<file path="src/rtl/tile_config.svh">
`ifndef TILE_CONFIG_SVH
`define TILE_CONFIG_SVH

// frame geometry in clocks per line and lines per frame
`define H_TOTAL      1041
`define V_TOTAL      666

// active window, first column and width, first and last line
`define H_ACT_START  1
`define H_ACT        800
`define V_ACT_FIRST  63
`define V_ACT_LAST   662

// sync pulses, both active high before the pin inversion
`define HS_START     861
`define HS_LEN       120
`define VS_START     35
`define VS_LEN       6

// width of each color pin group
`define PIN_BITS     3

// host byte address width
`define HOST_AW      15

// host address map
`define PIC_BASE     32'h0000
`define CHR_BASE     32'h1000
`define PAL_BASE     32'h2000
`define REG_BASE     32'h2800

// region sizes in bytes
`define PIC_BYTES    4096
`define CHR_BYTES    4096
`define PAL_BYTES    2048
`define REG_BYTES    2048

// palette depth in 16-bit entries
`define PAL_ENTRIES  1024

`endif

</file>
<file path="src/rtl/tile_pkg.sv">
package tile_pkg;

  // 5 bits per channel, red in the top bits
  typedef struct packed {
    logic [4:0] r;
    logic [4:0] g;
    logic [4:0] b;
  } rgb15_t;

  // bit 15 set means show the background color
  typedef struct packed {
    logic   transp;
    rgb15_t color;
  } pal_entry_t;

  typedef logic [7:0] glyph_t;
  typedef logic [8:0] coord9_t;

  // offsets inside the register region
  typedef enum logic [2:0] {
    REG_SCROLLX_LO = 3'd0,
    REG_SCROLLX_HI = 3'd1,
    REG_SCROLLY_LO = 3'd2,
    REG_SCROLLY_HI = 3'd3,
    REG_BG_LO      = 3'd4,
    REG_BG_HI      = 3'd5,
    REG_DITHER     = 3'd6
  } reg_addr_e;

  typedef enum logic [2:0] {
    REGION_PIC,
    REGION_CHR,
    REGION_PAL,
    REGION_REG,
    REGION_NONE
  } region_e;

endpackage

</file>
<file path="src/rtl/vga_timing.sv">
`timescale 1ns/10ps
`include "tile_config.svh"

module vga_timing import tile_pkg::*;
(
  input  logic    vga_clk,
  input  logic    rst_n_i,
  output coord9_t lx_o,
  output coord9_t ly_o,
  output logic    sx0_o,
  output logic    sy0_o,
  output logic    active_o,
  output logic    hs_o,
  output logic    vs_o
);

  logic [10:0] cnt_x;
  logic [9:0]  cnt_y;
  logic        x_last;
  logic        y_last;
  logic [10:0] col_rel;
  logic [9:0]  row_rel;

  assign x_last = (cnt_x == 11'(`H_TOTAL - 1));
  assign y_last = (cnt_y == 10'(`V_TOTAL - 1));

  // screen position relative to the top left active pixel
  assign col_rel = cnt_x - 11'(`H_ACT_START);
  assign row_rel = cnt_y - 10'(`V_ACT_FIRST);

  always_ff @(posedge vga_clk or negedge rst_n_i)
  begin
    if (!rst_n_i)
    begin
      cnt_x    <= '0;
      cnt_y    <= '0;
      active_o <= 1'b0;
      hs_o     <= 1'b0;
      vs_o     <= 1'b0;
    end
    else
    begin
      cnt_x <= x_last ? 11'd0 : cnt_x + 11'd1;
      if (x_last)
        cnt_y <= y_last ? 10'd0 : cnt_y + 10'd1;
      hs_o     <= (cnt_x >= 11'(`HS_START)) && (cnt_x < 11'(`HS_START + `HS_LEN));
      vs_o     <= (cnt_y >= 10'(`VS_START)) && (cnt_y < 10'(`VS_START + `VS_LEN));
      active_o <= (cnt_x >= 11'(`H_ACT_START)) && (cnt_x < 11'(`H_ACT_START + `H_ACT))
                  && (cnt_y >= 10'(`V_ACT_FIRST)) && (cnt_y <= 10'(`V_ACT_LAST));
    end
  end

  // each logical pixel covers a 2x2 block of screen pixels
  always_ff @(posedge vga_clk)
  begin
    lx_o  <= col_rel[9:1];
    ly_o  <= row_rel[9:1];
    sx0_o <= col_rel[0];
    sy0_o <= row_rel[0];
  end

  // hsync sits entirely inside the horizontal blanking
  a_hs_blank: assert property (@(posedge vga_clk) disable iff (!rst_n_i)
    !(hs_o && active_o));

endmodule

</file>
<file path="config.mk">
export PLATFORM = sky130hd
export DESIGN_NAME = vga_timing
export DESIGN_NICKNAME = d
export VERILOG_FILES = /design/src/rtl/tile_pkg.sv /design/src/rtl/vga_timing.sv
export VERILOG_INCLUDE_DIRS = /design/src /design/src/rtl
export SDC_FILE = /design/constraint.sdc
export NUM_CORES = 1
export LEC_CHECK = 0
export BUFFER_PORTS_ARGS = -buffer_cell sky130_fd_sc_hd__buf_2
export CORE_MARGIN = 8
export CORE_UTILIZATION = 59
export CTS_BUF_LIST = sky130_fd_sc_hd__clkbuf_4
export CTS_CLUSTER_SIZE = 25
export DETAILED_ROUTE_END_ITERATION = 12
export PLACE_DENSITY_LB_ADDON = 0.08
export SLEW_MARGIN = 20
export SYNTH_ARGS = -nofsm -noshare
export SYNTH_HDL_FRONTEND = slang
export SYNTH_SLANG_ARGS = --single-unit
</file>
<file path="constraint.sdc">
create_clock -name vga_clk -period 2.14 [get_ports vga_clk]
set_input_delay 0.214 -clock vga_clk [delete_from_list [all_inputs] [get_ports vga_clk]]
set_output_delay 0.214 -clock vga_clk [all_outputs]
set_load 0.005 [all_outputs]
</file>
### After elaboration in Yosys (flattened, before gate mapping)

Index checks and enable logic that the tools add are counted.

* $add $sub $neg: 4
* $lt $le $gt $ge: 8
* equal/unequal tests: 2
* multiplexer cells: 2
* reductions and logical operators: 5

Operators with widths (number)
* 11-bit by 10-bit < comparator with 1-bit output, second input constant: 2
* 10-bit by 6-bit >= comparator with 1-bit output, second input constant: 2
* 11-bit by 1-bit adder with 11-bit output, second input constant: 1
* 11-bit equality test, second input constant: 1
* 11-bit by 1-bit >= comparator with 1-bit output, second input constant: 1
* 11-bit by 10-bit >= comparator with 1-bit output, second input constant: 1
* 11-bit two-way mux: 1
* 10-bit by 1-bit adder with 10-bit output, second input constant: 1
* 10-bit equality test, second input constant: 1
* 10-bit less-or-equal comparator, second input constant: 1
* 10-bit by 6-bit < comparator with 1-bit output, second input constant: 1
* 10-bit two-way mux: 1
* 10-bit by 1-bit subtractor with 10-bit output, second input constant: 1
* 10-bit by 6-bit subtractor with 10-bit output, second input constant: 1
* 1-bit logical AND: 5

* register bits after elaboration: 44
* input bits: 2
* output and inout bits: 23
* logic and storage cells: 30

### Depth between registers and ports, before layout

* depth in word-level cells: 4
* mapped depth: 8
* depth with buffers taken out: 6

### Worst setup path after synthesis

Ideal clock, no wire load.

* path kind: register -> register
* from: register cnt_x[0]
* to: register cnt_y[6]
* setup time: 0.124 ns
* arrival time: 1.535 ns
* required time: 2.016 ns
* path slack: 0.482 ns
* stages on the path, launching flop included: 9
* period minus slack after synthesis: 1.658 ns
* cells stage by stage: dfrtp_1 buf_4 inv_1 ha_1 and4b_1 and4_1 buf_2 nand2_1 xnor2_1

* word-level cells in the longest chain between the ends: 1

RTL lines
* start, declared: line vga_timing.sv:17 `logic [10:0] cnt_x;`
* start signal, assigned: line vga_timing.sv:43 `cnt_x <= x_last ? 11'd0 : cnt_x + 11'd1;`
* 11-bit equality test: line vga_timing.sv:24 `` assign x_last = (cnt_x == 11'(`H_TOTAL - 1)); ``
* end signal, assigned: line vga_timing.sv:45 `cnt_y <= y_last ? 10'd0 : cnt_y + 10'd1;`
* end, declared: line vga_timing.sv:18 `logic [9:0] cnt_y;`

No other way between the ends.
A chain may end at the register's enable or synchronous reset.

### Final worst setup path

* from: register cnt_x[0]
* to: register cnt_y[9]

The elaborated chain is that of the path after synthesis.

==> results.cfg <==
[run_status]
run_status = finished, final reports clean

[drt]
post_drt_wl_per_cell_um = 14.5
postRouteWirelength_mm = 3.87
route.detailed.drc = 0
route.detailed.vias_per_inst = 5.46
vias = 1459
postRouteAntennaNets = 0
drt_iter0_drc = 111
drt_pre_antenna_iters = 4

[timing]
final-hold-violation-count = 0
fin_crit_ps = 1860
final-max-slew-violation-count = 0
max_slew_margin_pct = 62.9
fmax_ghz = 0.537
setup_total_negative_slack_ps = 0
tightestPinTransition_ps = 556
period_share_pct = 87.1
fin_worst_skew_ps = 8.39
final_number_of_setup_violating_endpoints = 0
grt_setup_unrepaired = no
final.setup.worst_slack_ps = 276

[clock_network]
cts.sinks = 44
path_clk_slew_ps = 130
maximum_root_to_sink_buffer_count = 2
cts-buffers-inserted = 5
cts_root_buf = sky130_fd_sc_hd__clkbuf_4
cts_tree = yes
worstSkewPairLatency_ps = 360
post_cts.resized_instances = 0
cts_htree_levels = 2

[job]
maxCapViolCount = 0

[layout]
area.sequential_um2 = 1000
n_fill_cell = 294
layout.cell_area.non_filler_um2 = 2180
multi_input_logic_area_um2 = 896
post_layout_nonfiller_instances = 267
design.final.nets = 230
drive_gt1_share_pct = 17.6
area_delta_synth_final_pct = 7.81
antenna_cells_inserted = 0

[power_and_ir_drop]
vdd_ir_drop_max_uv = 348
power_density_over_cell_area_nw_per_um2 = 559
p_leak_nw = 0.964

[synth]
synth.ff_latch_count = 44
synth_edf_count = 0
yosys_warnings = 0
syn-instance-count = 200
synth-main-ff-cell = sky130_fd_sc_hd__dfrtp_1
post_synth.cell_area_avg_um2 = 10.1
synth.net_count = 210
seq_area_frac_synth_pct = 49.6
synth.distinct_cells = 42
mappedNetlistArea_um2 = 2020
postSynth.asyncResetShare_pct = 54.5

[die]
die_area_um2 = 5550
die_h_um = 74.5
initial_utilization_pct = 61.0
pin_count = 25
fp.dieW_um = 74.5
row_count = 21
core-area_um2 = 3310

[worst_setup_path]
critical_path.slowest_cell = sky130_fd_sc_hd__dfrtp_1
timing.critical_path.fanout_max = 11
ordered_cell_list_for_the_critical_path = inv_1, ha_1, and4b_1, nand4_1, or3_1, o21ai_1
timing.critical_path.required_ps = 2440
critical_path.n_buffers_inverters = 1
worst_path_largest_cell_delay_ps = 510
worstSetupPathType = register to register
cp.arrival_ps = 2160
flop2flop_setup_slack_ps = 280
crit-reg2reg-launch = cnt_x[0]
crit_family = simple AND/OR/NAND/NOR gates
cp-end-kind = register
reg2reg_to = cnt_y[9]
start_kind = register
reg2reg_depth = 6

[place]
placed_area_um2 = 2120
dp.cells = 258
dp_worst_setup_slack_ps = 319
io_port_bufs = 24
gp_routability_congestion = 0.900
dp_hpwl_mm = 2.81

[global_routing]
grt_use_total_pct = 15.3
grt-ovfl-total = 0
first_global_vias = 1418
antenna_found_initial = 0
global_route_wire_length_before_repair_mm = 6.50
maximum_number_of_pins_on_one_net_before_global_route_repair = 25

[worst_hold_path]
hold_class = primary input to asynchronous set/reset pin
==> timing repair <==
item / CTS / global route
endpoints found under the setup margin: 0 / 0
setup buffers: 0 / 0
hold endpoints to repair: 24 / 0
hold buffers: 1 / 0
==> logic make-up (layout without fill, tap and decap cells) <==
group / count (synthesis) / count (layout) / synth area share [%]
fa+ha+maj: 8 / 8 / 4.96
buf+inv: 22 / 43 / 6.07
compound gates: 28 / 28 / 8.12
simple gates: 72 / 72 / 19.9
xor+xnor: 25 / 25 / 10.8
flops: 44 / 44 / 49.6
mux: 1 / 1 / 0.558
==> routing by layer <==
| metal | global-route usage, % | vias to the layer above | wire length, um |
|---|---|---|---|
| met5 | 0 | - | 0 |
| met4 | 6.74 | 0 | 70 |
| met3 | 5.12 | 7 | 253 |
| met2 | 22.4 | 42 | 1730 |
| met1 | 19.9 | 691 | 1820 |
| li1 | - | 719 | - |
==> per-stage QoR <==
stage	hold slack [ps]	power [W]	util (%)
after floorplan	-81.6	0.000843	-
after global placement	231	0.000853	63.9
after detailed placement	241	0.000853	63.9
after CTS	383	0.00122	65.8
after global routing	413	0.00125	65.8
final	359	0.00122	65.8
==> cell type report <==
type / count / share of cell area (%)
Tap cell: 46 / 2.64
Clock buffer: 5 / 1.72
Timing Repair Buffer: 26 / 6.32
Inverter: 9 / 1.55
Sequential cell: 44 / 46.0
Multi-Input combinational cell: 134 / 41.1
Clock inverter: 3 / 0.632
==> cell usage after synthesis, types with 4 or more instances <==
master,count,area [um2]
sky130_fd_sc_hd__dfrtp_1,24,601
sky130_fd_sc_hd__dfxtp_1,20,400
sky130_fd_sc_hd__nand2_1,16,60.1
sky130_fd_sc_hd__xnor2_1,16,140
sky130_fd_sc_hd__nor2_1,14,52.6
sky130_fd_sc_hd__a21oi_1,9,45.0
sky130_fd_sc_hd__inv_1,9,33.8
sky130_fd_sc_hd__nand3_1,9,45.0
sky130_fd_sc_hd__o21ai_0,9,45.0
sky130_fd_sc_hd__xor2_1,9,78.8
sky130_fd_sc_hd__ha_1,8,100
sky130_fd_sc_hd__nand4_1,6,37.5
sky130_fd_sc_hd__buf_2,5,25.0
sky130_fd_sc_hd__or3_1,5,31.3
sky130_fd_sc_hd__and3_1,4,25.0
==> worst max-delay path by stage <==
stage | startpoint | endpoint | cells past startpoint
after global placement | cnt_x[0] | cnt_y[2] | 7
after detailed placement | cnt_x[0] | cnt_y[9] | 6
after floorplan | cnt_x[0] | cnt_y[6] | 8
final | cnt_x[0] | cnt_y[9] | 6
after CTS | cnt_x[0] | cnt_y[9] | 6
after global routing | cnt_x[0] | cnt_y[2] | 7
==> power breakdown <==
group / total, W / internal, W / switching, W / leakage, nW
Clock: 0.000380 / 0.000121 / 0.000259 / 0.0324
Combinational: 0.0000108 / 0.00000183 / 0.00000894 / 0.447
Sequential: 0.000826 / 0.000826 / 0 / 0.485
Total: 0.00122 / 0.000948 / 0.000268 / 0.964
==> state kept, by name, indices dropped and copies added, names as in the netlist, 9 cells and up <==
register,cells
lx_o,9
cnt_y,10
ly_o,9
cnt_x,11
==> layout by cell type (no fill, tap or decap), types with 5 or more instances in the layout <==
cell                       netlist  layout
sky130_fd_sc_hd__xnor2_1        16      16
sky130_fd_sc_hd__a21oi_1         9       9
sky130_fd_sc_hd__o21ai_0         9       9
sky130_fd_sc_hd__or3_1           5       5
sky130_fd_sc_hd__nand4_1         6       6
sky130_fd_sc_hd__dfrtp_1        24      24
sky130_fd_sc_hd__nor2_1         14      14
sky130_fd_sc_hd__nand2_1        16      16
sky130_fd_sc_hd__xor2_1          9       9
sky130_fd_sc_hd__buf_2           5      24
sky130_fd_sc_hd__inv_1           9       9
sky130_fd_sc_hd__ha_1            8       8
sky130_fd_sc_hd__nand3_1         9       9
sky130_fd_sc_hd__dfxtp_1        20      20
sky130_fd_sc_hd__clkbuf_4        0       5
No activity file was read; power rests on OpenSTA's default activity.
