==> config.mk <==
export PLATFORM = sky130hd
export DESIGN_NAME = host_regs
export DESIGN_NICKNAME = d
export VERILOG_FILES = /design/src/rtl/tile_pkg.sv /design/src/rtl/host_regs.sv
export VERILOG_INCLUDE_DIRS = /design/src /design/src/rtl
export SDC_FILE = /design/constraint.sdc
export NUM_CORES = 1
export LEC_CHECK = 0
export ABC_CLOCK_PERIOD_IN_PS = 1900
export BUFFER_PORTS_ARGS = -buffer_cell sky130_fd_sc_hd__clkbuf_2
export CORE_ASPECT_RATIO = 1.4
export CORE_MARGIN = 8
export CORE_UTILIZATION = 35
export DETAILED_ROUTE_END_ITERATION = 7
export SETUP_SLACK_MARGIN = 0.02
export SYNTH_ARGS = -nofsm -noshare
export SYNTH_HDL_FRONTEND = slang
export SYNTH_SLANG_ARGS = --single-unit
==> constraint.sdc <==
create_clock -name vga_clk -period 1.9 [get_ports vga_clk]
set_clock_uncertainty 0.1 [all_clocks]
set_input_delay 0.095 -clock vga_clk [delete_from_list [all_inputs] [get_ports vga_clk]]
set_output_delay 0.095 -clock vga_clk [all_outputs]
set_load 0.05 [all_outputs]
==> src/rtl/tile_config.svh <==
`ifndef TILE_CONFIG_SVH
`define TILE_CONFIG_SVH

// frame geometry in clocks per line and lines per frame
`define H_TOTAL      1041
`define V_TOTAL      666

// active window, first column and width, first and last line
`define H_ACT_START  1
`define H_ACT        800
`define V_ACT_FIRST  63
`define V_ACT_LAST   662

// sync pulses, both active high before the pin inversion
`define HS_START     861
`define HS_LEN       120
`define VS_START     35
`define VS_LEN       6

// width of each color pin group
`define PIN_BITS     3

// host byte address width
`define HOST_AW      15

// host address map
`define PIC_BASE     32'h0000
`define CHR_BASE     32'h1000
`define PAL_BASE     32'h2000
`define REG_BASE     32'h2800

// region sizes in bytes
`define PIC_BYTES    4096
`define CHR_BYTES    4096
`define PAL_BYTES    2048
`define REG_BYTES    2048

// palette depth in 16-bit entries
`define PAL_ENTRIES  1024

`endif

==> src/rtl/tile_pkg.sv <==
package tile_pkg;

  // 5 bits per channel, red in the top bits
  typedef struct packed {
    logic [4:0] r;
    logic [4:0] g;
    logic [4:0] b;
  } rgb15_t;

  // bit 15 set means show the background color
  typedef struct packed {
    logic   transp;
    rgb15_t color;
  } pal_entry_t;

  typedef logic [7:0] glyph_t;
  typedef logic [8:0] coord9_t;

  // offsets inside the register region
  typedef enum logic [2:0] {
    REG_SCROLLX_LO = 3'd0,
    REG_SCROLLX_HI = 3'd1,
    REG_SCROLLY_LO = 3'd2,
    REG_SCROLLY_HI = 3'd3,
    REG_BG_LO      = 3'd4,
    REG_BG_HI      = 3'd5,
    REG_DITHER     = 3'd6
  } reg_addr_e;

  typedef enum logic [2:0] {
    REGION_PIC,
    REGION_CHR,
    REGION_PAL,
    REGION_REG,
    REGION_NONE
  } region_e;

endpackage

==> src/rtl/host_regs.sv <==
`timescale 1ns/10ps
`include "tile_config.svh"

module host_regs import tile_pkg::*;
(
  input  logic               vga_clk,
  input  logic               rst_n_i,
  input  logic               host_wr_i,
  input  logic [`HOST_AW-1:0] host_addr_i,
  input  logic [7:0]         host_data_i,
  output logic               pic_we_o,
  output logic               chr_we_o,
  output logic               pal_we_o,
  output logic [11:0]        wr_addr_o,
  output logic [7:0]         wr_data_o,
  output coord9_t            scroll_x_o,
  output coord9_t            scroll_y_o,
  output rgb15_t             bg_color_o,
  output logic               dither_en_o
);

  region_e              region;
  reg_addr_e            reg_sel;
  logic [`HOST_AW-1:0]  reg_off;
  logic                 reg_hit;
  logic [3:0]           region_hit;

  function automatic logic in_region(input logic [`HOST_AW-1:0] addr,
                                     input int unsigned base,
                                     input int unsigned len);
    logic [`HOST_AW-1:0] off;
    off = addr - base[`HOST_AW-1:0];
    return off < len[`HOST_AW-1:0];
  endfunction

  // one range hit per region of the address map
  assign region_hit[0] = in_region(host_addr_i, `PIC_BASE, `PIC_BYTES);
  assign region_hit[1] = in_region(host_addr_i, `CHR_BASE, `CHR_BYTES);
  assign region_hit[2] = in_region(host_addr_i, `PAL_BASE, `PAL_BYTES);
  assign region_hit[3] = in_region(host_addr_i, `REG_BASE, `REG_BYTES);

  always_comb
  begin
    if (region_hit[0])
      region = REGION_PIC;
    else if (region_hit[1])
      region = REGION_CHR;
    else if (region_hit[2])
      region = REGION_PAL;
    else if (region_hit[3])
      region = REGION_REG;
    else
      region = REGION_NONE;
  end

  // only the first eight offsets of the register page decode
  assign reg_off = host_addr_i - `HOST_AW'(`REG_BASE);
  assign reg_hit = (region == REGION_REG) && (reg_off[`HOST_AW-1:3] == '0);
  assign reg_sel = reg_addr_e'(reg_off[2:0]);

  assign pic_we_o  = host_wr_i && (region == REGION_PIC);
  assign chr_we_o  = host_wr_i && (region == REGION_CHR);
  assign pal_we_o  = host_wr_i && (region == REGION_PAL);
  assign wr_addr_o = host_addr_i[11:0];
  assign wr_data_o = host_data_i;

  always_ff @(posedge vga_clk or negedge rst_n_i)
  begin
    if (!rst_n_i)
    begin
      scroll_x_o  <= '0;
      scroll_y_o  <= '0;
      bg_color_o  <= '0;
      dither_en_o <= 1'b1;
    end
    else if (host_wr_i && reg_hit)
    begin
      case (reg_sel)
        REG_SCROLLX_LO: scroll_x_o[7:0]  <= host_data_i;
        REG_SCROLLX_HI: scroll_x_o[8]    <= host_data_i[0];
        REG_SCROLLY_LO: scroll_y_o[7:0]  <= host_data_i;
        REG_SCROLLY_HI: scroll_y_o[8]    <= host_data_i[0];
        REG_BG_LO:      bg_color_o[7:0]  <= host_data_i;
        REG_BG_HI:      bg_color_o[14:8] <= host_data_i[6:0];
        REG_DITHER:     dither_en_o      <= host_data_i[0];
        default:        ;
      endcase
    end
  end

  // a host write lands in at most one region of the address map
  a_one_region: assert property (@(posedge vga_clk) disable iff (!rst_n_i)
    host_wr_i |-> $onehot0(region_hit));

endmodule

# ---- Word level (Yosys, flattened, before mapping)
# Index checks and enable logic that the tools add are counted.
dict set report totals {
  register_bits 34
  elab_cells 44
}
dict set report classes {
  reduce_logical 15
  n_addsub 3
  eq_ne 9
  n_mux 4
  n_lt_le_gt_ge 4
}
# operator n
set op_table {}
lappend op_table {{15-bit by 12-bit less-than comparator with 1-bit output (second input constant)} 2}
lappend op_table {{15-bit by 13-bit less-than comparator with 1-bit output (second input constant)} 2}
lappend op_table {{15-bit by 14-bit subtractor with 15-bit output (second input constant)} 2}
lappend op_table {{15-bit by 13-bit subtractor with 15-bit output (second input constant)} 1}
lappend op_table {{2-bit AND reduction} 7}
lappend op_table {{3-bit by 2-bit equality test with 1-bit output (second input constant)} 4}
lappend op_table {{12-bit zero test} 1}
lappend op_table {{3-bit two-way mux} 4}
lappend op_table {{3-bit equality test (second input constant)} 3}
lappend op_table {{3-bit by 1-bit equality test with 1-bit output (second input constant)} 2}
lappend op_table {{3-bit zero test} 2}
lappend op_table {{1-bit logical AND} 5}

# ---- Depth between registers and ports, before layout
dict set report logic_depth {
  ltp_word 10
  depth_mapped 7
  ltp_nobuf 6
}

# ---- Worst setup path before layout
# OpenSTA, ideal clock, no wires.
dict set report synth_path {
  path_kind {input to register}
  startpoint {input host_addr_i[12]}
  endpoint {register scroll_y_o[0]}
  required_time_ns 1.675
  slack_ns -0.049
  n_path_buf 1
  stages 7
  t_arrival_ns 1.724
  setup_time_ns 0.125
  path_cell_list {inv_1 > ha_1 > nor3b_2 > o2111ai_4 > or4b_1 > buf_6 > mux2_4}
}
dict set report synth_via {
  elab_chain_len 10
  elab_cells_between_ends 16
  classes_between {3 x add/sub; 4 x order compare; 1 x eq/ne; 4 x mux; 4 x reduce/logical}
}
# item line
set synth_rtl {}
lappend synth_rtl {{from (decl)} host_regs.sv:9} ;# input logic [`HOST_AW-1:0] host_addr_i,
lappend synth_rtl {{15-bit by 14-bit subtractor with 15-bit output} {host_regs.sv:32, host_regs.sv:57}}
lappend synth_rtl {{15-bit by 12-bit less-than comparator with 1-bit output} host_regs.sv:33} ;# return off < len[`HOST_AW-1:0];
lappend synth_rtl {{3-bit two-way mux} host_regs.sv:50} ;# else if (region_hit[3])
lappend synth_rtl {{3-bit two-way mux} host_regs.sv:48} ;# else if (region_hit[2])
lappend synth_rtl {{3-bit two-way mux} host_regs.sv:46} ;# else if (region_hit[1])
lappend synth_rtl {{3-bit two-way mux} host_regs.sv:44} ;# if (region_hit[0])
lappend synth_rtl {{3-bit by 2-bit equality test with 1-bit output} host_regs.sv:58} ;# assign reg_hit = (region == REGION_REG) && (reg_off[`HOST_AW-1:3] == '0);
lappend synth_rtl {{1-bit logical AND *} host_regs.sv:58}
lappend synth_rtl {{1-bit logical AND *} host_regs.sv:76} ;# else if (host_wr_i && reg_hit)
lappend synth_rtl {{2-bit AND reduction (no line) *} -}
lappend synth_rtl {{to (signal assigned)} host_regs.sv:81} ;# REG_SCROLLY_LO: scroll_y_o[7:0] <= host_data_i;
lappend synth_rtl {{to (decl)} host_regs.sv:17} ;# output coord9_t scroll_y_o,
# Every way passes the cells marked *; elsewhere a longest branch is shown, timed or not.
# A chain may end at the register's enable or synchronous reset.

# ---- Final worst setup path
dict set report layout_path {
  startpoint {input host_addr_i[12]}
  endpoint {register scroll_y_o[1]}
}
# Same word-level chain as after synthesis.

==> results.py <==
metrics = {
    "floorplanning": {
        "dieWidth_um": 75.3,
        "core_um2": 4800,
        "initial_core_util_pct": 35.8,
        "die_y_um": 99.0,
        "fp-row-count": 30,
        "dieArea_um2": 7450,
        "ios": 83,
    },
    "placed_design": {
        "gp_congestion": 0.776,
        "io_buffers": 82,
        "dpl.hpwl_um": 3420,
        "pre_cts_ws_ps": -262,
    },
    "clock_tree": {
        "cts_tree": "built",
        "path_clk_slew_ps": 60,
        "clk_latency_ps": 280,
        "cts-root-buf": "clkbuf_8",
        "cts_made_buffers": 5,
        "cts_buffer_depth": 2,
        "htreeDepth": 2,
        "numClockSinks": 34,
    },
    "logic_synthesis": {
        "synth-seq-area-share_pct": 49.5,
        "synth_edf_count": 0,
        "synth_area_um2": 1720,
        "synthDistinctLibCells": 24,
        "synth_seq_cells": 34,
        "synth_top_flop_cell": "dfrtp_1",
        "synth-async-reset-ratio_pct": 100,
        "synth.avg_cell_area_um2": 14.6,
        "synth_warnings": 0,
        "synthesis.nets": 147,
        "postSynthCellCount": 118,
    },
    "sta": {
        "fin_crit_ps": 1830,
        "holdWs_ps": 10.1,
        "max_freq_ghz": 0.548,
        "tightest_slew_ps": 815,
        "layout_setup_ws_ps": 73.9,
        "period_share_pct": 96.1,
        "drv_slew": 0,
        "relSlewSlack_pct": 45.7,
        "final-hold-violation-count": 0,
        "rsz0062_at_grt": "no",
        "setup_violations": 0,
    },
    "global_routing": {
        "gr-total-overflow": 0,
        "grt_pass1_vias": 1366,
        "antenna_found_initial": 0,
        "track_usage_pct": 11.8,
        "grt_pass1_wl_um": 6640,
        "grt_max_degree": 35,
    },
    "setup_path": {
        "crit_arrival_ps": 1890,
        "crit_type": "in -> reg",
        "critPathCaptureType": "flop",
        "worstPathRequired_ps": 1960,
        "startpoint_type": "input pin",
        "worstPathMaxFanout": 8,
    },
    "cells_and_area": {
        "area_delta_synth_final_pct": 31.8,
        "multi_input_area_um2": 721,
        "drive_gt1_share_pct": 73.5,
        "register_area_um2": 852,
        "num_antenna_cells": 0,
        "fillCellCount": 477,
        "fin_nets": 224,
    },
    "routing": {
        "drt_iter0_drc": 30,
        "detail-route-antenna-nets": 0,
        "num_vias": 1209,
        "via_per_inst": 4.65,
        "drtPass1Iterations": 4,
        "routedWlPerCell_um": 16.4,
        "wl_um": 4270,
        "drcViolationCount": 0,
    },
    "run_status": {
        "status": "finished clean",
    },
    "power": {
        "leakagePower_nw": 1.24,
        "peakVddDrop_v": 0.000480,
        "power_density_nw_per_um2": 652,
    },
    "run": {
        "max_cap_viol_count": 0,
    },
    "min_path": {
        "hp-class": "in -> reg",
    },
}
## critical path, cell delays in order
cell	delay, ps
clkbuf_4	190
inv_12	40
ha_4	160
nor3b_4	220
o2111ai_4	140
or4b_1	530
buf_4	200
mux2_4	300
## placed cells by master (no fill, tap or decap), types with 2 or more instances in the layout
| cell type | n |
|---|---|
| clkbuf_2 | 81 |
| dfrtp_1 | 33 |
| mux2_2 | 26 |
| mux2_4 | 8 |
| buf_4 | 8 |
| clkbuf_8 | 6 |
| nor2_1 | 3 |
| dlygate4sd3_1 | 3 |
| inv_1 | 2 |
| nand3_1 | 2 |
| nor4b_4 | 2 |
| nor4_4 | 2 |
| and4bb_2 | 2 |
| ha_4 | 2 |
| clkbuf_1 | 2 |
## kinds of logic (layout without fill, tap and decap cells)
kind of cell    count (synthesis)  in the layout  synth area share (%)
mux                            34             34                  24.0
flops                          34             34                  49.5
buf+inv                        26            104                  10.5
simple gates                   18             18                  11.3
fa+ha+maj                       3              3                  2.18
compound gates                  2              2                  2.11
xor+xnor                        1              1                 0.509
## final timing paths
| path | cells past startpoint | slack (ps) | from | endpoint |
|---|---|---|---|---|
| setup / recovery | 8 | 70 | host_addr_i[12] | scroll_y_o[1] |
| hold / removal | 2 | 10 | host_data_i[4] | scroll_y_o[4] |
| setup reg to reg | 1 | 1020 | scroll_y_o[1] | scroll_y_o[1] |
| hold reg to reg | 1 | 410 | scroll_x_o[6] | scroll_x_o[6] |
| max in group asynchronous | 2 | 850 | rst_n_i | bg_color_o[11] |
| min in group asynchronous | 2 | 340 | rst_n_i | bg_color_o[0] |
## synth_stat cells (2+ instances only)
| cell type | n | area share (%) |
|---|---|---|
| and4bb_2 | 2 | 1.5 |
| buf_4 | 20 | 8.7 |
| clkbuf_1 | 2 | 0.44 |
| dfrtp_1 | 33 | 48 |
| ha_1 | 3 | 2.2 |
| inv_1 | 3 | 0.65 |
| mux2_2 | 26 | 17 |
| mux2_4 | 8 | 7.0 |
| nand3_1 | 2 | 0.58 |
| nor2_1 | 3 | 0.65 |
| nor4_4 | 2 | 2.5 |
| nor4b_4 | 2 | 2.8 |
## cell type report
cell class              instances  share of cell area [%]
flip-flops and latches         34                    37.5
multi-input cells              58                    31.8
repair buffers                 93                    22.2
clock buffers                   8                    3.97
well taps                      64                    3.53
inverters                       3                    1.05
## sequential cells by signal, summed over array words and instances, names as in the netlist
| name | count |
|---|---|
| bg_color_o | 15 |
| dither_en_o | 1 |
| scroll_x_o | 9 |
| scroll_y_o | 9 |
## stage by stage
stage	area [um2]	std cells	total power [W]	TNS (ps)	utilization [%]
2_1_floorplan	1770	118	0.000895	-214	-
3_3_place_gp	2150	249	0.000950	-4370	44.7
3_5_place_dp	2150	249	0.000958	-5460	44.7
4_1_cts	2270	260	0.00150	0	47.2
5_1_grt	2270	260	0.00154	0	47.2
6_report	2270	260	0.00148	0	47.2
## repair_timing
item                                    4_1_cts  5_1_grt
setup buffers                                 0        0
gates resized for setup                       0        2
endpoints found under the setup margin        0        8
endpoints found under the hold margin        36        0
hold buffers                                  3        0
## per-layer routing
| layer | up-vias | track usage (%) | share of wire (%) |
|---|---|---|---|
| met5 | - | 0 | 0 |
| met4 | 0 | 4.01 | 1.3 |
| met3 | 6 | 5.79 | 12 |
| met2 | 62 | 20.4 | 51 |
| met1 | 590 | 11.6 | 35 |
| li1 | 551 | - | - |
## report_power, final
| part | total (W) | internal (W) | switching, W |
|---|---|---|---|
| Combinational | 0.000222 | 0.0000590 | 0.000163 |
| Clock | 0.000533 | 0.000295 | 0.000237 |
| Sequential | 0.000725 | 0.000725 | 0.000000248 |
(Power assumes the default switching activity.)
