[src/rtl/tile_config.svh]
`ifndef TILE_CONFIG_SVH
`define TILE_CONFIG_SVH

// frame geometry in clocks per line and lines per frame
`define H_TOTAL      1041
`define V_TOTAL      666

// active window, first column and width, first and last line
`define H_ACT_START  1
`define H_ACT        800
`define V_ACT_FIRST  63
`define V_ACT_LAST   662

// sync pulses, both active high before the pin inversion
`define HS_START     861
`define HS_LEN       120
`define VS_START     35
`define VS_LEN       6

// width of each color pin group
`define PIN_BITS     3

// host byte address width
`define HOST_AW      15

// host address map
`define PIC_BASE     32'h0000
`define CHR_BASE     32'h1000
`define PAL_BASE     32'h2000
`define REG_BASE     32'h2800

// region sizes in bytes
`define PIC_BYTES    4096
`define CHR_BYTES    4096
`define PAL_BYTES    2048
`define REG_BYTES    2048

// palette depth in 16-bit entries
`define PAL_ENTRIES  1024

`endif

[src/rtl/tile_pkg.sv]
package tile_pkg;

  // 5 bits per channel, red in the top bits
  typedef struct packed {
    logic [4:0] r;
    logic [4:0] g;
    logic [4:0] b;
  } rgb15_t;

  // bit 15 set means show the background color
  typedef struct packed {
    logic   transp;
    rgb15_t color;
  } pal_entry_t;

  typedef logic [7:0] glyph_t;
  typedef logic [8:0] coord9_t;

  // offsets inside the register region
  typedef enum logic [2:0] {
    REG_SCROLLX_LO = 3'd0,
    REG_SCROLLX_HI = 3'd1,
    REG_SCROLLY_LO = 3'd2,
    REG_SCROLLY_HI = 3'd3,
    REG_BG_LO      = 3'd4,
    REG_BG_HI      = 3'd5,
    REG_DITHER     = 3'd6
  } reg_addr_e;

  typedef enum logic [2:0] {
    REGION_PIC,
    REGION_CHR,
    REGION_PAL,
    REGION_REG,
    REGION_NONE
  } region_e;

endpackage

[src/rtl/pixel_out.sv]
`timescale 1ns/10ps
`include "tile_config.svh"

module pixel_out import tile_pkg::*;
(
  input  logic                 vga_clk,
  input  logic                 rst_n_i,
  input  rgb15_t               color_i,
  input  logic                 dither_en_i,
  input  logic                 sx0_i,
  input  logic                 sy0_i,
  input  logic                 active_i,
  input  logic                 hs_i,
  input  logic                 vs_i,
  output logic [`PIN_BITS-1:0] vga_red_o,
  output logic [`PIN_BITS-1:0] vga_green_o,
  output logic [`PIN_BITS-1:0] vga_blue_o,
  output logic                 vga_hsync_n_o,
  output logic                 vga_vsync_n_o
);

  logic [1:0]           dith;
  logic [`PIN_BITS-1:0] f_r;
  logic [`PIN_BITS-1:0] f_g;
  logic [`PIN_BITS-1:0] f_b;

  // add the threshold, then keep the top bits or clamp on carry
  function automatic logic [`PIN_BITS-1:0] dither_ch(input logic [4:0] ch,
                                                     input logic [1:0] d);
    logic [5:0] sum;
    sum = {1'b0, ch} + {4'b0, d};
    return sum[5] ? '1 : sum[4:2];
  endfunction

  // 2x2 pattern
  //   0 2
  //   3 1
  assign dith = {sx0_i ^ sy0_i, sy0_i} & {2{dither_en_i}};

  assign f_r = dither_ch(color_i.r, dith);
  assign f_g = dither_ch(color_i.g, dith);
  assign f_b = dither_ch(color_i.b, dith);

  always_ff @(posedge vga_clk or negedge rst_n_i)
  begin
    if (!rst_n_i)
    begin
      vga_red_o     <= '0;
      vga_green_o   <= '0;
      vga_blue_o    <= '0;
      vga_hsync_n_o <= 1'b1;
      vga_vsync_n_o <= 1'b1;
    end
    else
    begin
      vga_red_o     <= active_i ? f_r : '0;
      vga_green_o   <= active_i ? f_g : '0;
      vga_blue_o    <= active_i ? f_b : '0;
      vga_hsync_n_o <= ~hs_i;
      vga_vsync_n_o <= ~vs_i;
    end
  end

endmodule

[config.mk]
export PLATFORM = sky130hd
export DESIGN_NAME = pixel_out
export DESIGN_NICKNAME = d
export VERILOG_FILES = /design/src/rtl/tile_pkg.sv /design/src/rtl/pixel_out.sv
export VERILOG_INCLUDE_DIRS = /design/src /design/src/rtl
export SDC_FILE = /design/constraint.sdc
export NUM_CORES = 1
export LEC_CHECK = 0
export ABC_CLOCK_PERIOD_IN_PS = 1370
export CAP_MARGIN = 20
export CORE_AREA = 5 5 42 44
export CTS_BUF_LIST = sky130_fd_sc_hd__clkbuf_2 sky130_fd_sc_hd__clkbuf_4 sky130_fd_sc_hd__clkbuf_8
export CTS_CLUSTER_DIAMETER = 120
export DETAILED_ROUTE_END_ITERATION = 10
export DIE_AREA = 0 0 47 49
export DONT_BUFFER_PORTS = 1
export GPL_ROUTABILITY_DRIVEN = 0
export PLACE_DENSITY = 0.64
export SYNTH_ARGS = -nofsm -noshare
export SYNTH_HDL_FRONTEND = slang
export SYNTH_SLANG_ARGS = --single-unit
[constraint.sdc]
create_clock -name vga_clk -period 1.37 [get_ports vga_clk]
set_input_delay 0.3425 -clock vga_clk [delete_from_list [all_inputs] [get_ports vga_clk]]
set_output_delay 0.3425 -clock vga_clk [all_outputs]
set_load 0.03 [all_outputs]
Word level (Yosys, flattened, before mapping) --
Index checks and enable logic that the tools add are counted. W data, S select, Z words.
Storage, ports and cells: bits in registers 11, bits of input ports 23
Operators by class: add/sub/neg operators 3, muxes and demuxes 6, bitwise gates (word level) 4
Operators by type and width (number):
- $add A5 B2 Y6 | 3
- $mux W3 | 6
- $and A2 B2 Y2 | 1
- $not A1 Y1 | 2
- $xor A1 B1 Y1 | 1

Longest topological paths before layout --
Gate-level depths: netlist of the first run.
depth after elaboration 5, depth in mapped cells 6, mapped depth without buffers 6

Worst setup path after synthesis of the first run --
Ideal clock, no wire load.
path kind input port to flip-flop, start point input sy0_i, end point register vga_green_o[1], library setup time 0.080 ns, cell stages on the path 6, arrival time 1.501 ns, path buffers 0, path slack -0.211 ns, cells stage by stage xor2_1 -> and2_1 -> ha_1 -> a41o_1 -> and4b_1 -> nor3b_2
Between the ends: longest elaborated chain between the ends 5
Ends and longest elaborated chain:
- start, declared | RTL line pixel_out.sv:11 | input logic sy0_i,
- $xor A1 B1 Y1 | RTL line pixel_out.sv:38 | assign dith = {sx0_i ^ sy0_i, sy0_i} & {2{dither_en_i}};
- $and A2 B2 Y2 * | RTL line pixel_out.sv:38
- $add A5 B2 Y6 * | RTL line pixel_out.sv:31 | sum = {1'b0, ch} + {4'b0, d};
- $mux W3 * | RTL line pixel_out.sv:32 | return sum[5] ? '1 : sum[4:2];
- $mux W3 * | RTL line pixel_out.sv:57 | vga_green_o <= active_i ? f_g : '0;
- end signal, assigned | RTL line pixel_out.sv:57
- end, declared | RTL line pixel_out.sv:16 | output logic [`PIN_BITS-1:0] vga_green_o,
Mark *: on every way between the ends. The rest lies on a longest branch, timed or not.

Worst setup path in the final report of the first run --
start point input sy0_i, end point register vga_red_o[1]
Between the ends: longest elaborated chain between the ends 5
Ends and longest elaborated chain:
- $xor A1 B1 Y1 | RTL line pixel_out.sv:38
- $and A2 B2 Y2 * | RTL line pixel_out.sv:38
- $add A5 B2 Y6 * | RTL line pixel_out.sv:31
- $mux W3 * | RTL line pixel_out.sv:32
- $mux W3 * | RTL line pixel_out.sv:56 | vga_red_o <= active_i ? f_r : '0;
- end signal, assigned | RTL line pixel_out.sv:56
- end, declared | RTL line pixel_out.sv:15 | output logic [`PIN_BITS-1:0] vga_red_o,
Marked as above.

==> results_dict.tcl, run 1 <==
set metrics [dict create \
    post_synth_num_cell_types 16 \
    p_leak_nw 0.309 \
    nets 77 \
    first_iter_violations 3 \
    cts.sinks 11 \
    switching_power_uw 174 \
    hold_class "in2reg" \
    slew_headroom_pct 69.5 \
    fin_area_sq_um 628 \
    slew_violations 0 \
    pwr-share-seq_pct 57.7 \
    ys_warn_count 0 \
    irDropWorstVdd_mv 0.286 \
    path_cells "xor2_1 -> and2_4 -> ha_1 -> a41o_1 -> and4b_1 -> nor3b_2" \
    period_needed_ns 1.30 \
    syn_inst 45 \
    mappedNetlistArea_sq_um 541 \
    drive_above_1_share_pct 24.0 \
    fp.dieH_microns 49 \
    dp_hpwl_microns 845 \
    numPortBuffers 0 \
    cpPeakStageDelay_ns 0.27 \
    io_pins 34 \
    grt_first_pass_wirelength_microns 1650 \
    crit_slowest_cell "ha_1" \
    crit_type "in2reg" \
    finalSetupTns_ns 0 \
    cts_tree "yes" \
    wl_per_cell_microns 15.8 \
    viasPerCell 5.89 \
    syn_nets 71 \
    whs_path_depth 1 \
    maxCapViolCount 0 \
    clock.fmax_ghz 0.767 \
    grt-ovfl-total 0 \
    finalSetupViolCount 0 \
    antenna_left 0 \
    num_rows 14 \
    num_vias 389 \
    routed_wirelength_microns 1040 \
    dpl_cell_area_sq_um 576 \
    ys_seq_elements 11 \
    start_kind "input pin" \
    postCtsSetupRepairBufs 0 \
    worstPathArrival_ns 1.48 \
    cts_buffers 3 \
    clockBufferDepth 2 \
    die_area_sq_mm 0.00230 \
    critPathRequiredTime_ns 1.55 \
    grt_start_max_net_pins 12 \
    rsz0062_at_grt "true" \
    syn2layout_area_growth_pct 16.2 \
    internal-power_uw 519 \
    finalHoldViolations 0 \
    start_util_pct 38.6 \
    worst_pin_slew_ns 0.456 \
    clk_pin_slew_ns 0.06 \
    p_clk_share_pct 31.7 \
    total_power_uw 693 \
    core_area_sq_mm 0.00140 \
    fp.dieW_microns 47 \
    swShare_pct 25.2 \
    cts_root_buffer "clkbuf_4" \
    yosysSeqAreaShare_pct 51.4 \
    power_frac_comb_pct 10.7 \
    grt_pass1_vias 431 \
    drt_first_pass_iters 3 \
    dpl.cell_count 61 \
    antenna_found_initial 0 \
    stdcell_count 66 \
    powerDensity_mw_per_mm2 1100 \
    h-tree-depth 1 \
    drc_errors 0 \
    cp_max_fo 5 \
    crit_path_end_kind "flop" \
    syn_avg_cell_area_sq_um 12.0 \
    period_share_pct 95.1 \
    num_antenna_cells 0 \
    track_usage_pct 9.69 \
    outcome "finished, final reports clean" \
]
-- final timing paths --
| check | startpoint | end | slack [ns] |
|---|---|---|---|
| max | sy0_i | vga_red_o[1] | 0.07 |
| min in group asynchronous | rst_n_i | vga_red_o[2] | 0.47 |
| max in group asynchronous | rst_n_i | vga_hsync_n_o | 0.56 |
| min | vs_i | vga_vsync_n_o | 0.11 |
-- critical path: cells and delay by family --
| family | cells | cell delay [ns] |
|---|---|---|
| simple gates | 3 | 0.50 |
| fa+ha+maj | 1 | 0.27 |
| xor+xnor | 1 | 0.13 |
| compound gates | 1 | 0.23 |
-- cell type report --
| cell class | count | area [sq um] |
|---|---|---|
| inverters | 2 | 7.51 |
| fillers | 136 | 773 |
| well taps | 16 | 20.0 |
| clock buffers | 4 | 30.0 |
| flip-flops and latches | 11 | 278 |
| multi-input cells | 32 | 283 |
| repair buffers | 1 | 10.0 |
-- layer usage --
| layer | track usage (%) | up-vias | routed length (microns) |
|---|---|---|---|
| met1 | 10.5 | 177 | 429 |
| met2 | 13.3 | 26 | 434 |
| li1 | - | 184 | - |
| met4 | 6.91 | 0 | 19 |
| met5 | 0 | - | 0 |
| met3 | 5.90 | 2 | 160 |
-- kinds of logic after synthesis --
family / Yosys count / synth area share, %
DFF: 11 / 51.4
AOI/OAI and AO/OA: 13 / 17.6
buffers and inverters: 2 / 1.39
and+or+nand+nor: 15 / 21.1
adders and majority gates: 3 / 6.95
xor gates and xnor gates: 1 / 1.62
-- synthesized netlist by cell type --
cell	number	area, sq um
dfrtp_1	9	225
a31oi_1	4	25.0
a21oi_1	3	15.0
a41o_1	3	30.0
and4b_1	3	30.0
ha_1	3	37.5
nand2_1	3	11.3
nor2b_1	3	18.8
nor3b_2	3	37.5
dfstp_2	2	52.6
inv_1	2	7.51
nand3_1	2	10.0
o211a_1	2	20.0
and2_1	1	6.26
o21ai_0	1	5.00
xor2_1	1	8.76
-- cells in the final DEF, fill, tap and decap left out --
master	count
inv_1	2
o21ai_0	1
ha_4	2
a31oi_1	4
nand3_1	2
ha_1	1
a41o_1	3
and4b_1	3
xor2_1	1
a21oi_1	3
nor3b_2	3
dfrtp_1	9
dlygate4sd3_1	1
dfstp_2	2
o211a_1	2
nand2_1	3
clkbuf_4	4
nor2b_1	3
and2_4	1
-- flip-flops by register name, summed over array words and instances (netlist names) --
| name | count |
|---|---|
| vga_hsync_n_o | 1 |
| vga_vsync_n_o | 1 |
| vga_green_o | 3 |
| vga_red_o | 3 |
| vga_blue_o | 3 |
-- through the flow --
step	hold WS, ns	worst slack, ns	util, %
after floorplan	0.0469	-0.123	-
after global placement	0.0473	-0.170	41.1
after detailed placement	0.0472	-0.188	41.1
after CTS	0.0981	0.0795	43.9
after global routing	0.0887	-0.00242	44.8
final	0.106	0.0668	44.8
-- power groups by stage --
stage	Combinational [mW]	Clock (mW)	Sequential (mW)
final	0.0739	0.220	0.400
after global routing	0.0864	0.240	0.403
after CTS	0.0724	0.229	0.401
after detailed placement	0.0642	0	0.407
after global placement	0.0626	0	0.406
after floorplan	0.0553	0	0.404
-- timing repair --
action,4_1_cts,5_1_grt
hold buffers,1,0
setup endpoints to repair,0,1
hold endpoints to repair,11,0
gates resized for setup,0,1
Power figures use the tool's default switching activity.
==> run 2: changes to the inputs <==
--- a/config.mk
+++ b/config.mk
@@ -6,7 +6,7 @@
 export SDC_FILE = /design/constraint.sdc
 export NUM_CORES = 1
 export LEC_CHECK = 0
-export ABC_CLOCK_PERIOD_IN_PS = 1370
+export ABC_CLOCK_PERIOD_IN_PS = 1500
 export CAP_MARGIN = 20
 export CORE_AREA = 5 5 42 44
 export CTS_BUF_LIST = sky130_fd_sc_hd__clkbuf_2 sky130_fd_sc_hd__clkbuf_4 sky130_fd_sc_hd__clkbuf_8
==> constraint.sdc (replaced) <==
create_clock -name vga_clk -period 1.5 [get_ports vga_clk]
set_input_delay 0.375 -clock vga_clk [delete_from_list [all_inputs] [get_ports vga_clk]]
set_output_delay 0.375 -clock vga_clk [all_outputs]
set_load 0.03 [all_outputs]
==> results_dict.tcl, run 2 (synthesis results as in run 1) <==
set metrics [dict create \
    outcome "finished, final reports clean" \
    hold_class "in2reg" \
    cts_buffers 3 \
    syn2layout_area_growth_pct 13.9 \
    finalSetupViolCount 0 \
    slew_violations 0 \
    num_rows 14 \
    drc_errors 0 \
    nFillCells 138 \
    slew_headroom_pct 69.6 \
    h-tree-depth 1 \
    track_usage_pct 9.56 \
    start_kind "input pin" \
    first_iter_violations 2 \
    cp-endpoint "vga_red_o[1]" \
    wl_per_cell_microns 14.9 \
    clockBufferDepth 2 \
    grt-ovfl-total 0 \
    dpl.cell_count 61 \
    period_share_pct 88.8 \
    period_needed_ns 1.33 \
    core_area_sq_mm 0.00140 \
    crit_type "in2reg" \
    num_antenna_cells 0 \
    layout_commonest_cell "dfrtp_1" \
    dp_hpwl_microns 826 \
    critPathRequiredTime_ns 1.68 \
    drt_first_pass_iters 4 \
    grt_pass1_vias 401 \
    maxCapViolCount 0 \
    die_area_sq_mm 0.00230 \
    io_pins 34 \
    total_power_uw 636 \
    reg_top3 "vga_blue_o x3, vga_green_o x3, vga_red_o x3" \
    utilization_pct 43.9 \
    antenna_left 0 \
    start_util_pct 38.6 \
    cts.sinks 11 \
    drive_above_1_share_pct 22.0 \
    rsz0062_at_grt "false" \
    powerDensity_mw_per_mm2 1030 \
    worst_hold_slack_ns 0.128 \
    routed_wirelength_microns 981 \
    worstPathArrival_ns 1.51 \
    final_cell_mix "dfrtp_1, a31oi_1, clkbuf_4" \
    postCtsSetupRepairBufs 0 \
    nets 77 \
    fp.dieW_microns 47 \
    fp.dieH_microns 49 \
    stdcell_count 66 \
    p_leak_nw 0.312 \
    grt_first_pass_wirelength_microns 1590 \
    worst_pin_slew_ns 0.454 \
    numPortBuffers 0 \
    num_vias 361 \
    cts_root_buffer "clkbuf_4" \
    crit_path_end_kind "flop" \
    cp_max_fo 5 \
    irDropWorstVdd_mv 0.285 \
    finalHoldViolations 0 \
    crit_start "sy0_i" \
    clock.fmax_ghz 0.751 \
    clk_pin_slew_ns 0.07 \
    antenna_found_initial 0 \
    grt_start_max_net_pins 12 \
    viasPerCell 5.47 \
    cts_tree "yes" \
]
-- run 2: cell types whose count changed in the layout (fill, tap and decap cells not counted) --
| cell | change |
|---|---|
| ha_4 | -1 |
| ha_1 | +1 |
-- run 2: cell type report --
cell class / instances / area, sq um / area share [%]
Clock buffer: 4 / 30.0 / 4.88
Tap cell: 16 / 20.0 / 3.25
Multi-Input combinational cell: 32 / 270 / 43.9
Sequential cell: 11 / 278 / 45.1
Inverter: 2 / 7.51 / 1.22
Timing Repair Buffer: 1 / 10.0 / 1.63
-- run 2: what timing repair did --
item,CTS,global route
hold endpoints to repair,11,0
resized for setup,0,0
hold buffers,1,0
setup endpoints to repair,0,0
-- run 2: routing by layer --
| layer | track usage [%] | vias to the layer above | share of wire (%) |
|---|---|---|---|
| li1 | - | 185 | - |
| met1 | 10.3 | 151 | 39 |
| met2 | 13.1 | 23 | 42 |
| met3 | 4.80 | 2 | 16 |
| met4 | 8.29 | 0 | 2.4 |
| met5 | 0 | - | 0 |
-- run 2: power breakdown --
group	internal (mW)	total (mW)	leakage (nW)	switching [mW]
logic	0.0343	0.0650	0.157	0.0308
clock network	0.120	0.205	0.0184	0.0848
registers	0.318	0.365	0.136	0.0472
total	0.473	0.636	0.312	0.163
-- run 2: worst min-delay path by stage --
stage | start | to | slack [ns] | cells after the start
finish | hs_i | vga_hsync_n_o | 0.13 | 1
global route | vs_i | vga_vsync_n_o | 0.13 | 1
CTS | hs_i | vga_hsync_n_o | 0.12 | 1
detailed placement | rst_n_i | vga_blue_o[2] | 0.08 | 0
global placement | rst_n_i | vga_blue_o[2] | 0.08 | 0
floorplan | rst_n_i | vga_blue_o[0] | 0.08 | 0
-- run 2: through the flow --
| stage | worst slack (ns) | instance area [sq um] | TNS [ns] |
|---|---|---|---|
| floorplan | -0.0258 | 556 | -0.0484 |
| global placement | -0.0729 | 576 | -0.206 |
| detailed placement | -0.0863 | 576 | -0.307 |
| CTS | 0.179 | 616 | 0 |
| global route | 0.0877 | 616 | 0 |
| finish | 0.168 | 616 | 0 |
-- run 2: critical path, stage by stage --
cell and delay [ns]:
xor2_1 0.14, and2_4 0.15, ha_1 0.27, a41o_1 0.23, and4b_1 0.20, nor3b_2 0.14
==> run 3: changes to the inputs <==
--- a/config.mk
+++ b/config.mk
@@ -15,6 +15,7 @@
 export DIE_AREA = 0 0 47 49
 export DONT_BUFFER_PORTS = 1
 export GPL_ROUTABILITY_DRIVEN = 0
+export HOLD_SLACK_MARGIN = 0.02
 export PLACE_DENSITY = 0.64
 export SYNTH_ARGS = -nofsm -noshare
 export SYNTH_HDL_FRONTEND = slang
==> constraint.sdc (replaced) <==
create_clock -name vga_clk -period 1.5 [get_ports vga_clk]
set_input_delay 0.075 -clock vga_clk [delete_from_list [all_inputs] [get_ports vga_clk]]
set_output_delay 0.075 -clock vga_clk [all_outputs]
set_load 0.03 [all_outputs]
==> results_dict.tcl, run 3 (synthesis results as in run 1) <==
set metrics [dict create \
    period_needed_ns 1.13 \
    crit_slowest_cell "a41o_1" \
    drt_first_pass_iters 4 \
    finalHoldViolations 0 \
    cp_top_family "simple AND/OR/NAND/NOR gates" \
    path_cells "xor2_1 -> and2_1 -> ha_1 -> a41o_1 -> and4b_1 -> nor3b_2" \
    crit_type "in2reg" \
    stdcell_count 78 \
    clock.fmax_ghz 0.888 \
    core_area_sq_mm 0.00140 \
    rsz0062_at_grt "false" \
    fin_area_sq_um 721 \
    track_usage_pct 12.4 \
    utilization_pct 51.4 \
    numPortBuffers 0 \
    ctsResizeCount 0 \
    whs_path_depth 2 \
    cts.sinks 11 \
    layout_commonest_cell "dlygate4sd3_1" \
    total_power_uw 667 \
    min_from "color_i[12]" \
    start_util_pct 38.6 \
    first_iter_violations 3 \
    outcome "finished, final reports clean" \
    antenna_left 0 \
    cpPeakStageDelay_ns 0.29 \
    slew_headroom_pct 69.2 \
    dp_hpwl_microns 883 \
    postCtsSetupRepairBufs 0 \
    slew_violations 0 \
    final_cell_mix "dlygate4sd3_1, dfrtp_1, a31oi_1, clkbuf_4" \
    grt_pass1_vias 483 \
    internal-power_uw 491 \
    syn2layout_area_growth_pct 33.3 \
    grt_start_max_net_pins 12 \
    dpl.cell_count 61 \
    finalSetupTns_ns 0 \
    worst_hold_slack_ns 0.0337 \
    fp.dieW_microns 47 \
    fp.dieH_microns 49 \
    routed_wirelength_microns 1250 \
    period_share_pct 75.1 \
    start_kind "input pin" \
    postCtsHoldBufs 12 \
    reg_top3 "vga_blue_o x3, vga_green_o x3, vga_red_o x3" \
    drc_errors 0 \
    crit_buf_inv 0 \
    grt-ovfl-total 0 \
    nFillCells 144 \
    layout_setup_ws_ns 0.374 \
    powerDensity_mw_per_mm2 926 \
    worst_pin_slew_ns 0.461 \
    cts_buffers 3 \
    p_leak_nw 0.360 \
    grt_first_pass_wirelength_microns 2010 \
    wl_per_cell_microns 16.0 \
    maxCapViolCount 0 \
    irDropWorstVdd_mv 0.336 \
    hold_path_end "vga_red_o[0]" \
    nets 89 \
    pwr-share-seq_pct 54.7 \
    switching_power_uw 176 \
    worstPathArrival_ns 1.31 \
    die_area_sq_mm 0.00230 \
    dpl_cell_area_sq_um 561 \
    crit_path_end_kind "flop" \
    cts_tree "yes" \
    num_antenna_cells 0 \
    place_ws_ns 0.109 \
    viasPerCell 5.68 \
    critPathRequiredTime_ns 1.68 \
    cp_max_fo 5 \
    hold_class "in2reg" \
    drive_above_1_share_pct 14.5 \
    swShare_pct 26.4 \
    clockBufferDepth 2 \
    power_frac_comb_pct 13.9 \
    h-tree-depth 1 \
    antenna_found_initial 0 \
    num_vias 443 \
    finalSetupViolCount 0 \
    clk_pin_slew_ns 0.07 \
    num_rows 14 \
    io_pins 34 \
    cts_root_buffer "clkbuf_4" \
    p_clk_share_pct 31.4 \
]
run 3: cell count changes in the layout (fill, tap and decap cells not counted), sizes merged:
cell	delta
dlygate4sd3	+12
run 3: per-layer routing:
metal	wire, microns	global-route usage (%)	part of all wire (%)
met4	14	8.29	1.1
met1	448	11.1	36
met3	122	5.54	9.8
met5	0	0	0
met2	661	20.8	53
run 3: power by group through the flow:
| stage | Sequential (mW) | Clock (mW) | Combinational, mW |
|---|---|---|---|
| floorplan | 0.369 | 0 | 0.0470 |
| global placement | 0.371 | 0 | 0.0536 |
| detailed placement | 0.371 | 0 | 0.0560 |
| CTS | 0.366 | 0.218 | 0.0904 |
| global route | 0.367 | 0.232 | 0.105 |
| finish | 0.365 | 0.209 | 0.0929 |
run 3: worst max path at each step:
stage	startpoint	endpoint	slack [ns]	depth (start not counted)
after detailed placement	sy0_i	vga_green_o[1]	0.11	6
final	sy0_i	vga_green_o[1]	0.37	6
after global routing	sy0_i	vga_green_o[1]	0.34	6
after global placement	sy0_i	vga_green_o[1]	0.14	6
after CTS	sy0_i	vga_green_o[1]	0.37	6
after floorplan	sy0_i	vga_green_o[1]	0.19	6
run 3: final cells by class:
cell class | instances | area [sq um] | share of cell area [%]
Timing Repair Buffer | 13 | 130 | 18.1
Tap cell | 16 | 20.0 | 2.78
Clock buffer | 4 | 30.0 | 4.17
Inverter | 2 | 7.51 | 1.04
Multi-Input combinational cell | 32 | 255 | 35.4
Sequential cell | 11 | 278 | 38.5
